$ cat src/hdl/procPkg.sv
// Shared types for the 16-bit five-stage core
// Words are 16 bits and the PC counts words, not bytes
// Opcodes outside opcodeT are illegal and stop the core like HALT
package procPkg;

   typedef enum logic [3:0] {
      opNop  = 4'd0,
      opAdd  = 4'd1,
      opSub  = 4'd2,
      opAnd  = 4'd3,
      opXor  = 4'd4,
      opAddi = 4'd5,
      opLd   = 4'd6,
      opSt   = 4'd7,
      opBeqz = 4'd8,
      opHalt = 4'd15
   } opcodeT;

   // Register form, three register fields
   typedef struct packed {
      opcodeT     opcode;
      logic [2:0] rd;
      logic [2:0] rs;
      logic [2:0] rt;
      logic [2:0] unused;
   } rFormT;

   // Immediate form, imm is two's complement
   typedef struct packed {
      opcodeT            opcode;
      logic [2:0]        rd;
      logic [2:0]        rs;
      logic signed [5:0] imm;
   } iFormT;

   typedef union packed {
      rFormT rForm;
      iFormT iForm;
   } instrWordT;

   typedef struct packed {
      logic       valid;
      logic [15:0] pc;
      instrWordT  instr;
   } ifIdT;

   typedef struct packed {
      logic        valid;
      opcodeT      op;
      logic [2:0]  dst;
      logic        wrReg;
      logic [15:0] opA;
      logic [15:0] opB;
      logic [15:0] stData;
      logic        illegal;
   } idExT;

   typedef struct packed {
      logic        valid;
      logic        wrReg;
      logic        load;
      logic        store;
      logic        halt;
      logic        illegal;
      logic [2:0]  dst;
      logic [15:0] result;
      logic [15:0] stData;
   } exMemT;

   // valid here means a register write
   typedef struct packed {
      logic        valid;
      logic [2:0]  dst;
      logic [15:0] data;
      logic        halt;
      logic        illegal;
   } memWbT;

endpackage
$ cat src/hdl/proc.sv
// Top level of the 16-bit five-stage in-order core
// instr must return the word at instrAddr in the same cycle
// wbValid marks each register write in program order
// halted and err hold until reset; there is no back-pressure
`timescale 1ns/1ns

module proc #(
   parameter int dataMemWords = 64
) (
   input  logic        clk,
   input  logic        arstN,
   output logic [15:0] instrAddr,
   input  logic [15:0] instr,
   output logic        wbValid,
   output logic [2:0]  wbReg,
   output logic [15:0] wbData,
   output logic        halted,
   output logic        err
);

   procPkg::ifIdT  ifId;
   procPkg::idExT  idEx;
   procPkg::exMemT exMem;
   procPkg::memWbT memWb;

   logic        stall;
   logic        redirect;
   logic [15:0] redirectPc;
   logic        haltSeen;
   logic        haltedReg;
   logic        errReg;

   fetchStage u_fetch (
      .clk        (clk),
      .arstN      (arstN),
      .stall      (stall),
      .redirect   (redirect),
      .redirectPc (redirectPc),
      .haltSeen   (haltSeen),
      .instr      (instr),
      .instrAddr  (instrAddr),
      .ifId       (ifId)
   );

   decodeStage u_decode (
      .clk        (clk),
      .arstN      (arstN),
      .ifId       (ifId),
      .stall      (stall),
      .memWb      (memWb),
      .idEx       (idEx),
      .redirect   (redirect),
      .redirectPc (redirectPc),
      .haltSeen   (haltSeen)
   );

   stallDetector u_stall (
      .ifId  (ifId),
      .idEx  (idEx),
      .exMem (exMem),
      .stall (stall)
   );

   executeStage u_execute (
      .clk   (clk),
      .arstN (arstN),
      .idEx  (idEx),
      .exMem (exMem)
   );

   memoryStage #(
      .dataMemWords (dataMemWords)
   ) u_memory (
      .clk   (clk),
      .arstN (arstN),
      .exMem (exMem),
      .memWb (memWb)
   );

   // Retire port, only register writes show up
   assign wbValid = memWb.valid;
   assign wbReg   = memWb.dst;
   assign wbData  = memWb.data;

   // Flags rise as the stop word leaves memory, then stick
   always_ff @(posedge clk or negedge arstN) begin
      if (!arstN) begin
         haltedReg <= 1'b0;
         errReg    <= 1'b0;
      end else begin
         if (memWb.halt || memWb.illegal) begin
            haltedReg <= 1'b1;
         end
         if (memWb.illegal) begin
            errReg <= 1'b1;
         end
      end
   end

   assign halted = haltedReg || memWb.halt || memWb.illegal;
   assign err    = errReg || memWb.illegal;

endmodule

$ cat src/hdl/memoryStage.sv
// Memory stage with data memory and MEM/WB register
// dataMemWords must be a power of two, at least 2; addresses wrap
// Data memory clears on reset, loads read it in the same cycle
`timescale 1ns/1ns

module memoryStage #(
   parameter int dataMemWords = 64
) (
   input  logic           clk,
   input  logic           arstN,
   input  procPkg::exMemT exMem,
   output procPkg::memWbT memWb
);

   localparam int addrBits = $clog2(dataMemWords);

   logic [15:0]          dataMem [dataMemWords];
   logic [addrBits-1:0]  addr;
   logic [15:0]          loadData;
   procPkg::memWbT       nextWb;

   assign addr     = exMem.result[addrBits-1:0];
   assign loadData = dataMem[addr];

   always_ff @(posedge clk or negedge arstN) begin
      if (!arstN) begin
         for (int i = 0; i < dataMemWords; i++) begin
            dataMem[i] <= '0;
         end
      end else if (exMem.store) begin
         dataMem[addr] <= exMem.stData;
      end
   end

   always_comb begin
      nextWb.valid   = exMem.wrReg;
      nextWb.dst     = exMem.dst;
      nextWb.data    = exMem.load ? loadData : exMem.result;
      nextWb.halt    = exMem.halt;
      nextWb.illegal = exMem.illegal;
   end

   always_ff @(posedge clk or negedge arstN) begin
      if (!arstN) begin
         memWb <= '0;
      end else begin
         memWb <= nextWb;
      end
   end

   // Decode never marks a stop word as a register write
   assert property (@(posedge clk) disable iff (!arstN)
      exMem.wrReg |-> !(exMem.halt || exMem.illegal));

endmodule

$ cat src/hdl/executeStage.sv
// Execute stage with ALU and EX/MEM register
// LD and ST share the add path for the address
// Control bits leaving this stage are already qualified by valid
`timescale 1ns/1ns

module executeStage (
   input  logic           clk,
   input  logic           arstN,
   input  procPkg::idExT  idEx,
   output procPkg::exMemT exMem
);

   logic [15:0]    aluOut;
   procPkg::exMemT nextMem;

   always_comb begin
      case (idEx.op)
         procPkg::opSub: aluOut = idEx.opA - idEx.opB;
         procPkg::opAnd: aluOut = idEx.opA & idEx.opB;
         procPkg::opXor: aluOut = idEx.opA ^ idEx.opB;
         // ADD, ADDI and the LD/ST address
         default:        aluOut = idEx.opA + idEx.opB;
      endcase
   end

   always_comb begin
      nextMem.valid   = idEx.valid;
      nextMem.wrReg   = idEx.valid && idEx.wrReg;
      nextMem.load    = idEx.valid && idEx.op == procPkg::opLd;
      nextMem.store   = idEx.valid && idEx.op == procPkg::opSt;
      nextMem.halt    = idEx.valid && idEx.op == procPkg::opHalt;
      nextMem.illegal = idEx.valid && idEx.illegal;
      nextMem.dst     = idEx.dst;
      nextMem.result  = aluOut;
      nextMem.stData  = idEx.stData;
   end

   always_ff @(posedge clk or negedge arstN) begin
      if (!arstN) begin
         exMem <= '0;
      end else begin
         exMem <= nextMem;
      end
   end

   // A load always writes its register and a store never does
   assert property (@(posedge clk) disable iff (!arstN)
      exMem.valid && (exMem.load || exMem.store) |-> exMem.wrReg == exMem.load);

endmodule

$ cat src/hdl/stallDetector.sv
// Read-after-write check for the word in IF/ID
// Only ID/EX and EX/MEM are checked; MEM/WB is covered by write-through
`timescale 1ns/1ns

module stallDetector (
   input  procPkg::ifIdT  ifId,
   input  procPkg::idExT  idEx,
   input  procPkg::exMemT exMem,
   output logic           stall
);

   logic readsRs;
   logic readsRt;
   logic readsRd;

   // Register still being produced further down
   function automatic logic inFlight(input logic [2:0] idx);
      return (idEx.valid && idEx.wrReg && idEx.dst == idx) ||
             (exMem.valid && exMem.wrReg && exMem.dst == idx);
   endfunction

   always_comb begin
      readsRs = 1'b0;
      readsRt = 1'b0;
      readsRd = 1'b0;
      case (ifId.instr.rForm.opcode)
         procPkg::opAdd, procPkg::opSub, procPkg::opAnd, procPkg::opXor: begin
            readsRs = 1'b1;
            readsRt = 1'b1;
         end
         procPkg::opAddi, procPkg::opLd, procPkg::opBeqz: begin
            readsRs = 1'b1;
         end
         procPkg::opSt: begin
            readsRs = 1'b1;
            readsRd = 1'b1;
         end
         default: ;
      endcase

      stall = ifId.valid &&
              ((readsRs && inFlight(ifId.instr.rForm.rs)) ||
               (readsRt && inFlight(ifId.instr.rForm.rt)) ||
               (readsRd && inFlight(ifId.instr.rForm.rd)));
   end

endmodule

$ cat src/hdl/decodeStage.sv
// Decode stage with register file, branch resolution and ID/EX register
// No forwarding; the register file writes through to same-cycle reads
// BEQZ is resolved here, a taken branch costs one bubble
// HALT and illegal words latch haltSeen until reset
`timescale 1ns/1ns

module decodeStage (
   input  logic           clk,
   input  logic           arstN,
   input  procPkg::ifIdT  ifId,
   input  logic           stall,
   input  procPkg::memWbT memWb,
   output procPkg::idExT  idEx,
   output logic           redirect,
   output logic [15:0]    redirectPc,
   output logic           haltSeen
);

   logic [15:0]    regs [8];
   logic [15:0]    rsVal;
   logic [15:0]    rtVal;
   logic [15:0]    rdVal;
   logic [15:0]    immExt;
   logic           isStop;
   logic           branchTaken;
   logic           haltLatched;
   procPkg::idExT  decoded;

   // Write-through so a retiring value is seen in this cycle
   function automatic logic [15:0] readReg(input logic [2:0] idx);
      if (memWb.valid && memWb.dst == idx) begin
         return memWb.data;
      end
      return regs[idx];
   endfunction

   always_ff @(posedge clk or negedge arstN) begin
      if (!arstN) begin
         for (int i = 0; i < 8; i++) begin
            regs[i] <= '0;
         end
      end else if (memWb.valid) begin
         regs[memWb.dst] <= memWb.data;
      end
   end

   always_comb begin
      rsVal  = readReg(ifId.instr.rForm.rs);
      rtVal  = readReg(ifId.instr.rForm.rt);
      rdVal  = readReg(ifId.instr.rForm.rd);
      immExt = {{10{ifId.instr.iForm.imm[5]}}, ifId.instr.iForm.imm};

      decoded         = '0;
      decoded.op      = ifId.instr.rForm.opcode;
      decoded.dst     = ifId.instr.rForm.rd;
      decoded.opA     = rsVal;
      decoded.opB     = rtVal;
      decoded.stData  = rdVal;
      isStop          = 1'b0;
      branchTaken     = 1'b0;

      case (ifId.instr.rForm.opcode)
         procPkg::opNop: ;
         procPkg::opAdd, procPkg::opSub, procPkg::opAnd, procPkg::opXor: begin
            decoded.wrReg = 1'b1;
         end
         procPkg::opAddi, procPkg::opLd: begin
            decoded.wrReg = 1'b1;
            decoded.opB   = immExt;
         end
         procPkg::opSt: begin
            decoded.opB = immExt;
         end
         procPkg::opBeqz: begin
            branchTaken = (rsVal == 16'd0);
         end
         procPkg::opHalt: begin
            isStop = 1'b1;
         end
         default: begin
            decoded.illegal = 1'b1;
            isStop          = 1'b1;
         end
      endcase

      // Stalled words go down as bubbles
      decoded.valid = ifId.valid && !stall;
   end

   assign redirect   = ifId.valid && !stall && branchTaken;
   assign redirectPc = ifId.pc + 16'd1 + immExt;
   assign haltSeen   = haltLatched || (ifId.valid && isStop);

   always_ff @(posedge clk or negedge arstN) begin
      if (!arstN) begin
         haltLatched <= 1'b0;
         idEx        <= '0;
      end else begin
         if (ifId.valid && isStop) begin
            haltLatched <= 1'b1;
         end
         idEx <= decoded;
      end
   end

   // Nothing retires out of a pipeline held in reset
   assert property (@(posedge clk) !arstN |-> !memWb.valid);

endmodule

$ cat src/hdl/fetchStage.sv
// Fetch stage with PC and IF/ID register
// Instruction memory is external and read in the same cycle
// Redirect wins over stall; once haltSeen is high only bubbles leave
`timescale 1ns/1ns

module fetchStage (
   input  logic           clk,
   input  logic           arstN,
   input  logic           stall,
   input  logic           redirect,
   input  logic [15:0]    redirectPc,
   input  logic           haltSeen,
   input  logic [15:0]    instr,
   output logic [15:0]    instrAddr,
   output procPkg::ifIdT  ifId
);

   logic [15:0]   pc;
   procPkg::ifIdT fetched;

   assign instrAddr = pc;

   always_comb begin
      fetched.valid = 1'b1;
      fetched.pc    = pc;
      fetched.instr = instr;
   end

   always_ff @(posedge clk or negedge arstN) begin
      if (!arstN) begin
         pc   <= '0;
         ifId <= '0;
      end else if (redirect) begin
         // Word fetched this cycle is on the wrong path
         pc         <= redirectPc;
         ifId.valid <= 1'b0;
      end else if (haltSeen) begin
         ifId.valid <= 1'b0;
      end else if (!stall) begin
         pc   <= pc + 16'd1;
         ifId <= fetched;
      end
   end

   // Decode never resolves a branch it is stalling on
   assert property (@(posedge clk) disable iff (!arstN) !(stall && redirect));

endmodule

$ cat config.mk
export PLATFORM = sky130hd
export DESIGN_NAME = proc
export DESIGN_NICKNAME = d
export VERILOG_FILES = /design/src/hdl/procPkg.sv /design/src/hdl/proc.sv /design/src/hdl/memoryStage.sv /design/src/hdl/executeStage.sv /design/src/hdl/stallDetector.sv /design/src/hdl/decodeStage.sv /design/src/hdl/fetchStage.sv
export SDC_FILE = /design/constraint.sdc
export NUM_CORES = 2
export LEC_CHECK = 0
export BUFFER_PORTS_ARGS = -buffer_cell sky130_fd_sc_hd__buf_2
export CAP_MARGIN = 25
export CORE_UTILIZATION = 60
export CTS_CLUSTER_SIZE = 20
export DETAILED_ROUTE_END_ITERATION = 12
export PLACE_DENSITY = 0.87
export SETUP_SLACK_MARGIN = 0.02
export SLEW_MARGIN = 20
export SYNTH_ARGS = -nofsm -noshare
export SYNTH_HDL_FRONTEND = slang
export SYNTH_SLANG_ARGS = --single-unit
$ cat constraint.sdc
create_clock -name clk -period 5.84 [get_ports clk]
set_clock_uncertainty 0.2 [all_clocks]
set_input_delay 1.168 -clock clk [delete_from_list [all_inputs] [get_ports clk]]
set_output_delay 1.168 -clock clk [all_outputs]
set_load 0.02 [all_outputs]
* After elaboration in Yosys (flattened, before gate mapping)
Cells that the tools add are included.
** Cells by class
- Add/subtract/negate cells :: 5
- $mul :: 0
- Divide/modulo/power cells :: 0
- $lt $le $gt $ge :: 7
- Equal/unequal tests :: 27
- Shifts and indexed selects :: 0
- Mux-type cells :: 43
- Bitwise logic cells :: 10
- Reductions and logical operators :: 45
** Operator list (number)
- $bwmux 1024 :: 1
- $mux 16 :: 21
- $bmux 16 s3 :: 3
- $bwmux 128 :: 1
- $bmux 16 s6 :: 1
- $demux 16 s6 :: 1
- $demux 16 s3 :: 1
- $pmux 16 s3 :: 1
- $mux 33 :: 1
- $add 16x1->16 const B :: 2
- $add 16x16->16 :: 2
- $eq 4x3->1 const B :: 7
- $eq 3x3->1 :: 9
- $logic_and 1x1->1 :: 24
- $and 16x16->16 :: 1
- $eq 4x2->1 const B :: 4
- $ge 4x4->1 const B :: 4
- $logic_not 16->1 :: 1
- $not 3->4 :: 4
- $sub 16x16->16 :: 1
- $xor 16x16->16 :: 1
- $eq 4x4->1 const B :: 3
- $mux 1 :: 12
- $logic_or 1x1->1 :: 10
- other kinds (18) :: 21
** Storage, ports and cells
- Bits in registers :: 1325
- Latch bits :: 0
- Memory bits (writable) :: 0
- Memory bits (read-only) :: 0
- Word-level logic and storage cells :: 238
- Memories kept :: 0

* Logic depth before layout (Yosys ltp)
- Word-level depth :: 12
- Mapped depth :: 15
- Gate-level depth less buffers :: 14

* By module
From an unflattened synthesis, not the netlist that was laid out.
** Unflattened totals
- Cells, all modules :: 4603
- Area total of the unflattened synthesis :: 63528.4 um^2
** By module, submodules not included
- memoryStage :: times used 1, cells each 3349, area an instance 47884.7 um^2
- decodeStage :: times used 1, cells each 798, area an instance 10585.2 um^2
- executeStage :: times used 1, cells each 239, area an instance 2529.9 um^2
- fetchStage :: times used 1, cells each 176, area an instance 2175.8 um^2
- stallDetector :: times used 1, cells each 35, area an instance 277.8 um^2
- proc :: times used 1, cells each 6, area an instance 75.1 um^2

* Worst setup path after synthesis
No wires, ideal clock.
- Path type :: register to register
- Start point :: register, netlist name u_decode.idEx[56]
- End point :: register, netlist name u_execute.exMem[29]
- Arrival time :: 2942 ps
- Slack :: 2602 ps
- Cell stages (with the launch flop) :: 15
- Path buffers :: 1
- Clock period less this slack :: 3238 ps
- Path through :: dfrtp_1 > nor2_1 > nand2_1 > or2_2 > clkbuf_1 > a21oi_1 > ha_1 > nor2b_1 > o31a_1 > o21bai_1 > a21oi_1 > o311a_1 > o21a_1 > o21a_1 > o31ai_1
** Between the ends
- Longest elaborated chain between the ends :: 2
- Elaborated cells on any way between the ends :: 4
** RTL lines
- $eq 4x3->1 or $eq 4x2->1 (tied branches) :: line executeStage.sv:17 : case (idEx.op)
- $pmux 16 s3 * :: line executeStage.sv:17
- named net u_execute.aluOut[13] :: line executeStage.sv:13 : logic [15:0] aluOut;
The timed path passes the listed nets; every way through them passes the cells marked *.
A chain may end at the register's enable or synchronous reset.

==> results.ini <==
[timing]
setup_viol = 0
tightest_slew_ns = 1.14
grt_setup_unrepaired = no
setup_tns_ns = 0
finalMaxSlewViolations = 0
fmaxAchievable_ghz = 0.225
period_needed_ns = 4.45
hold_slack_ns = 0.145
hold_violations = 0
fin_crit_sh_pct = 76.3
relSlewSlack_pct = 23.8

[routing]
vias_per_cell = 7.11
drtIter0Drc = 5403
drt_wl_total_mm = 175
drc = 0
ant_nets = 0
vias = 42000
firstDrtPassIters = 8
wl_per_cell_um = 29.7

[final_layout]
stdcell_area_um2 = 67000
final_cells = 5903
syn_to_final_growth_pct = 10.2
final_nets = 4510
drive_above_1_share_pct = 38.5

[synth]
syn-num-nets = 4603
synth_area_um2 = 60800
syn_avg_cell_area_um2 = 13.4
synthCells = 4535
synth_most_common_cell = dfrtp_1
synth_common_cells = dfrtp_1, mux2_2, a22oi_1, clkbuf_1, nor2_1
synthArstFlopShare_pct = 100
yosys_most_used_dff = dfrtp_1
synth.area.top_cells = dfrtp_1, mux2_2, a22oi_1, mux4_2, clkbuf_1
yosysUniqueCellTypes = 75
postSynthRegisterBits = 1325
yosysSeqAreaShare_pct = 54.5
synth_top_cell_by_area = dfrtp_1
netlist.area_leader.share_pct = 54.5
yosysWarnings = 0
synth-edff-count = 0

[setup_path]
worst_setup_path_start_kind = flip-flop
crit_arrival_ns = 4.89
cp_common_cell = mux2_2
crit_type = flip-flop to flip-flop
cpMaxStageDelayCell = nand3_2
end_kind = flip-flop
critPathMaxStageDelay_ns = 0.71
worst-path-max-fanout = 32
path_cells = buf_4, mux4_1, mux2_2, mux2i_1, inv_1, nor4_1, nand4_1, nand3_2, mux2_2
required_ns = 6.27

[cts]
cts.repair.resized = 0
clk_path_buf_depth = 3
cts_buffers = 135
clkTransAtPathRegs_ns = 0.07
cts_tree = yes
post_cts_buffers = 0
insertion_delay_ns = 0.77
hold_buffers = 0
root_buffer = clkbuf_16
numClockSinks = 1325
htree_levels = 4

[die]
die_area_um2 = 103000
start_util_pct = 60.6
io_pins = 56
die_h_um = 320
die_x_um = 320
rows = 116
core_area_um2 = 100000

[global_route]
gr-total-overflow = 0
grt_pass1_vias = 43300
grt_usage_pct = 34.4
grt_pass1_wl_mm = 267
grt_antenna_before_repair = 9
grt_max_degree = 156

[status]
status = finished clean

[pwr]
powerDensity_nw_per_um2 = 426
p_leak_nw = 31.5
vdd_drop_max_mv = 0.368
finalPower_w = 0.0285

[run]
maxCapViolations = 0

[placement]
placed_area_um2 = 62500
dp_cells = 5662
io_buffer_count = 55
hpwl_mm = 105
gp_congestion = 0.924

[hold_path]
hold_path.class = flip-flop to flip-flop

## logic make-up (layout without fill, tap and decap cells)
kind of cell               after synthesis  after routing  synth area share, %
AOI/OAI and AO/OA                      858            858                 10.4
adders and majority gates               50             50                 1.05
buffers and inverters                  468            477                 3.14
xor gates and xnor gates                68             68                0.979
other                                    0              2                    0
DFF                                   1325           1325                 54.5
muxes                                 1334           1334                 26.4
and+or+nand+nor                        432            432                 3.50
## path summary, 6_finish.rpt
| kind | slack (ns) | cells after the start | startpoint | end |
|---|---|---|---|---|
| hold / removal | 0.15 | 0 | u_decode.idEx[13]$_DFF_PN0_ | u_execute.exMem[12]$_DFF_PN0_ |
| hold reg to reg | 0.15 | 0 | u_decode.idEx[13]$_DFF_PN0_ | u_execute.exMem[12]$_DFF_PN0_ |
| max in group asynchronous | 3.82 | 2 | arstN | u_execute.exMem[11]$_DFF_PN0_ |
| setup reg to reg | 1.39 | 9 | u_fetch.ifId[7]$_DFFE_PN0P_ | u_fetch.ifId[17]$_DFFE_PN0P_ |
| setup / recovery | 1.39 | 9 | u_fetch.ifId[7]$_DFFE_PN0P_ | u_fetch.ifId[17]$_DFFE_PN0P_ |
| min in group asynchronous | 0.29 | 1 | arstN | u_memory.dataMem[597]$_DFFE_PN0P_ |
## layout make-up
type                       count  area, um2
antenna                        2       5.00
clock buffer                 191       3950
clock inverter                48        534
fill                        6484      33300
inverter                      36        135
multi-input combinational   2742      25800
sequential                  1325      33200
tap                         1357       1700
timing repair buffer         202       1670
## layout by cell type, fill, tap and decap left out, types with 22 or more instances in the layout
cell and n:
dfrtp_1 1305, mux2_2 1181, a22oi_1 413, clkbuf_16 138, nor2_1 132, buf_4 126
nand2_1 99, mux4_2 94, a21oi_1 87, a41oi_1 61, a31oi_1 59, a22o_1 57
a221oi_1 57, buf_2 54, ha_1 48, mux2i_1 43, o21ai_0 41, nor4_1 38
inv_1 35, xnor2_1 34, xor2_1 34, nand4_1 30, clkbuf_8 30, clkinv_2 24
clkbuf_1 23, nor3_1 22
## metrics by stage
stage	setup WS, ns	utilization, %
2_1_floorplan	2.60	-
3_3_place_gp	1.62	62.2
3_5_place_dp	1.59	62.3
4_1_cts	1.45	66.8
5_1_grt	1.26	66.8
6_report	1.39	66.8
## critical path, delay by kind of cell, from the launching register on
family	cells	cell delay, ns
and+or+nand+nor	3	1.32
muxes	4	1.57
buffers and inverters	2	0.61
DFF	1	0.60
## power breakdown
| group | total [W] | internal, W | switching (W) |
|---|---|---|---|
| clock network | 0.00873 | 0.00498 | 0.00375 |
| logic | 0.00823 | 0.00308 | 0.00515 |
| registers | 0.0116 | 0.0101 | 0.00147 |
| total | 0.0285 | 0.0182 | 0.0104 |
## state kept, by name, indices dropped and copies added (netlist names)
register and flops:
haltedReg 1, u_memory.dataMem 1024, u_fetch.instrAddr 16, errReg 1, u_execute.exMem 41, u_memory.memWb 22
u_decode.haltLatched 1, u_decode.idEx 58, u_decode.regs 128, u_fetch.ifId 33
## metal layers
metal	wire length [um]	up-vias	GRT usage, %	part of all wire (%)
li1	-	16800	-	-
met1	63200	21700	43.5	36
met2	82000	2782	53.3	47
met3	18700	690	8.65	11
met4	11300	14	21.4	6.4
met5	103	-	0	0.059
Power figures use the tool's default switching activity.
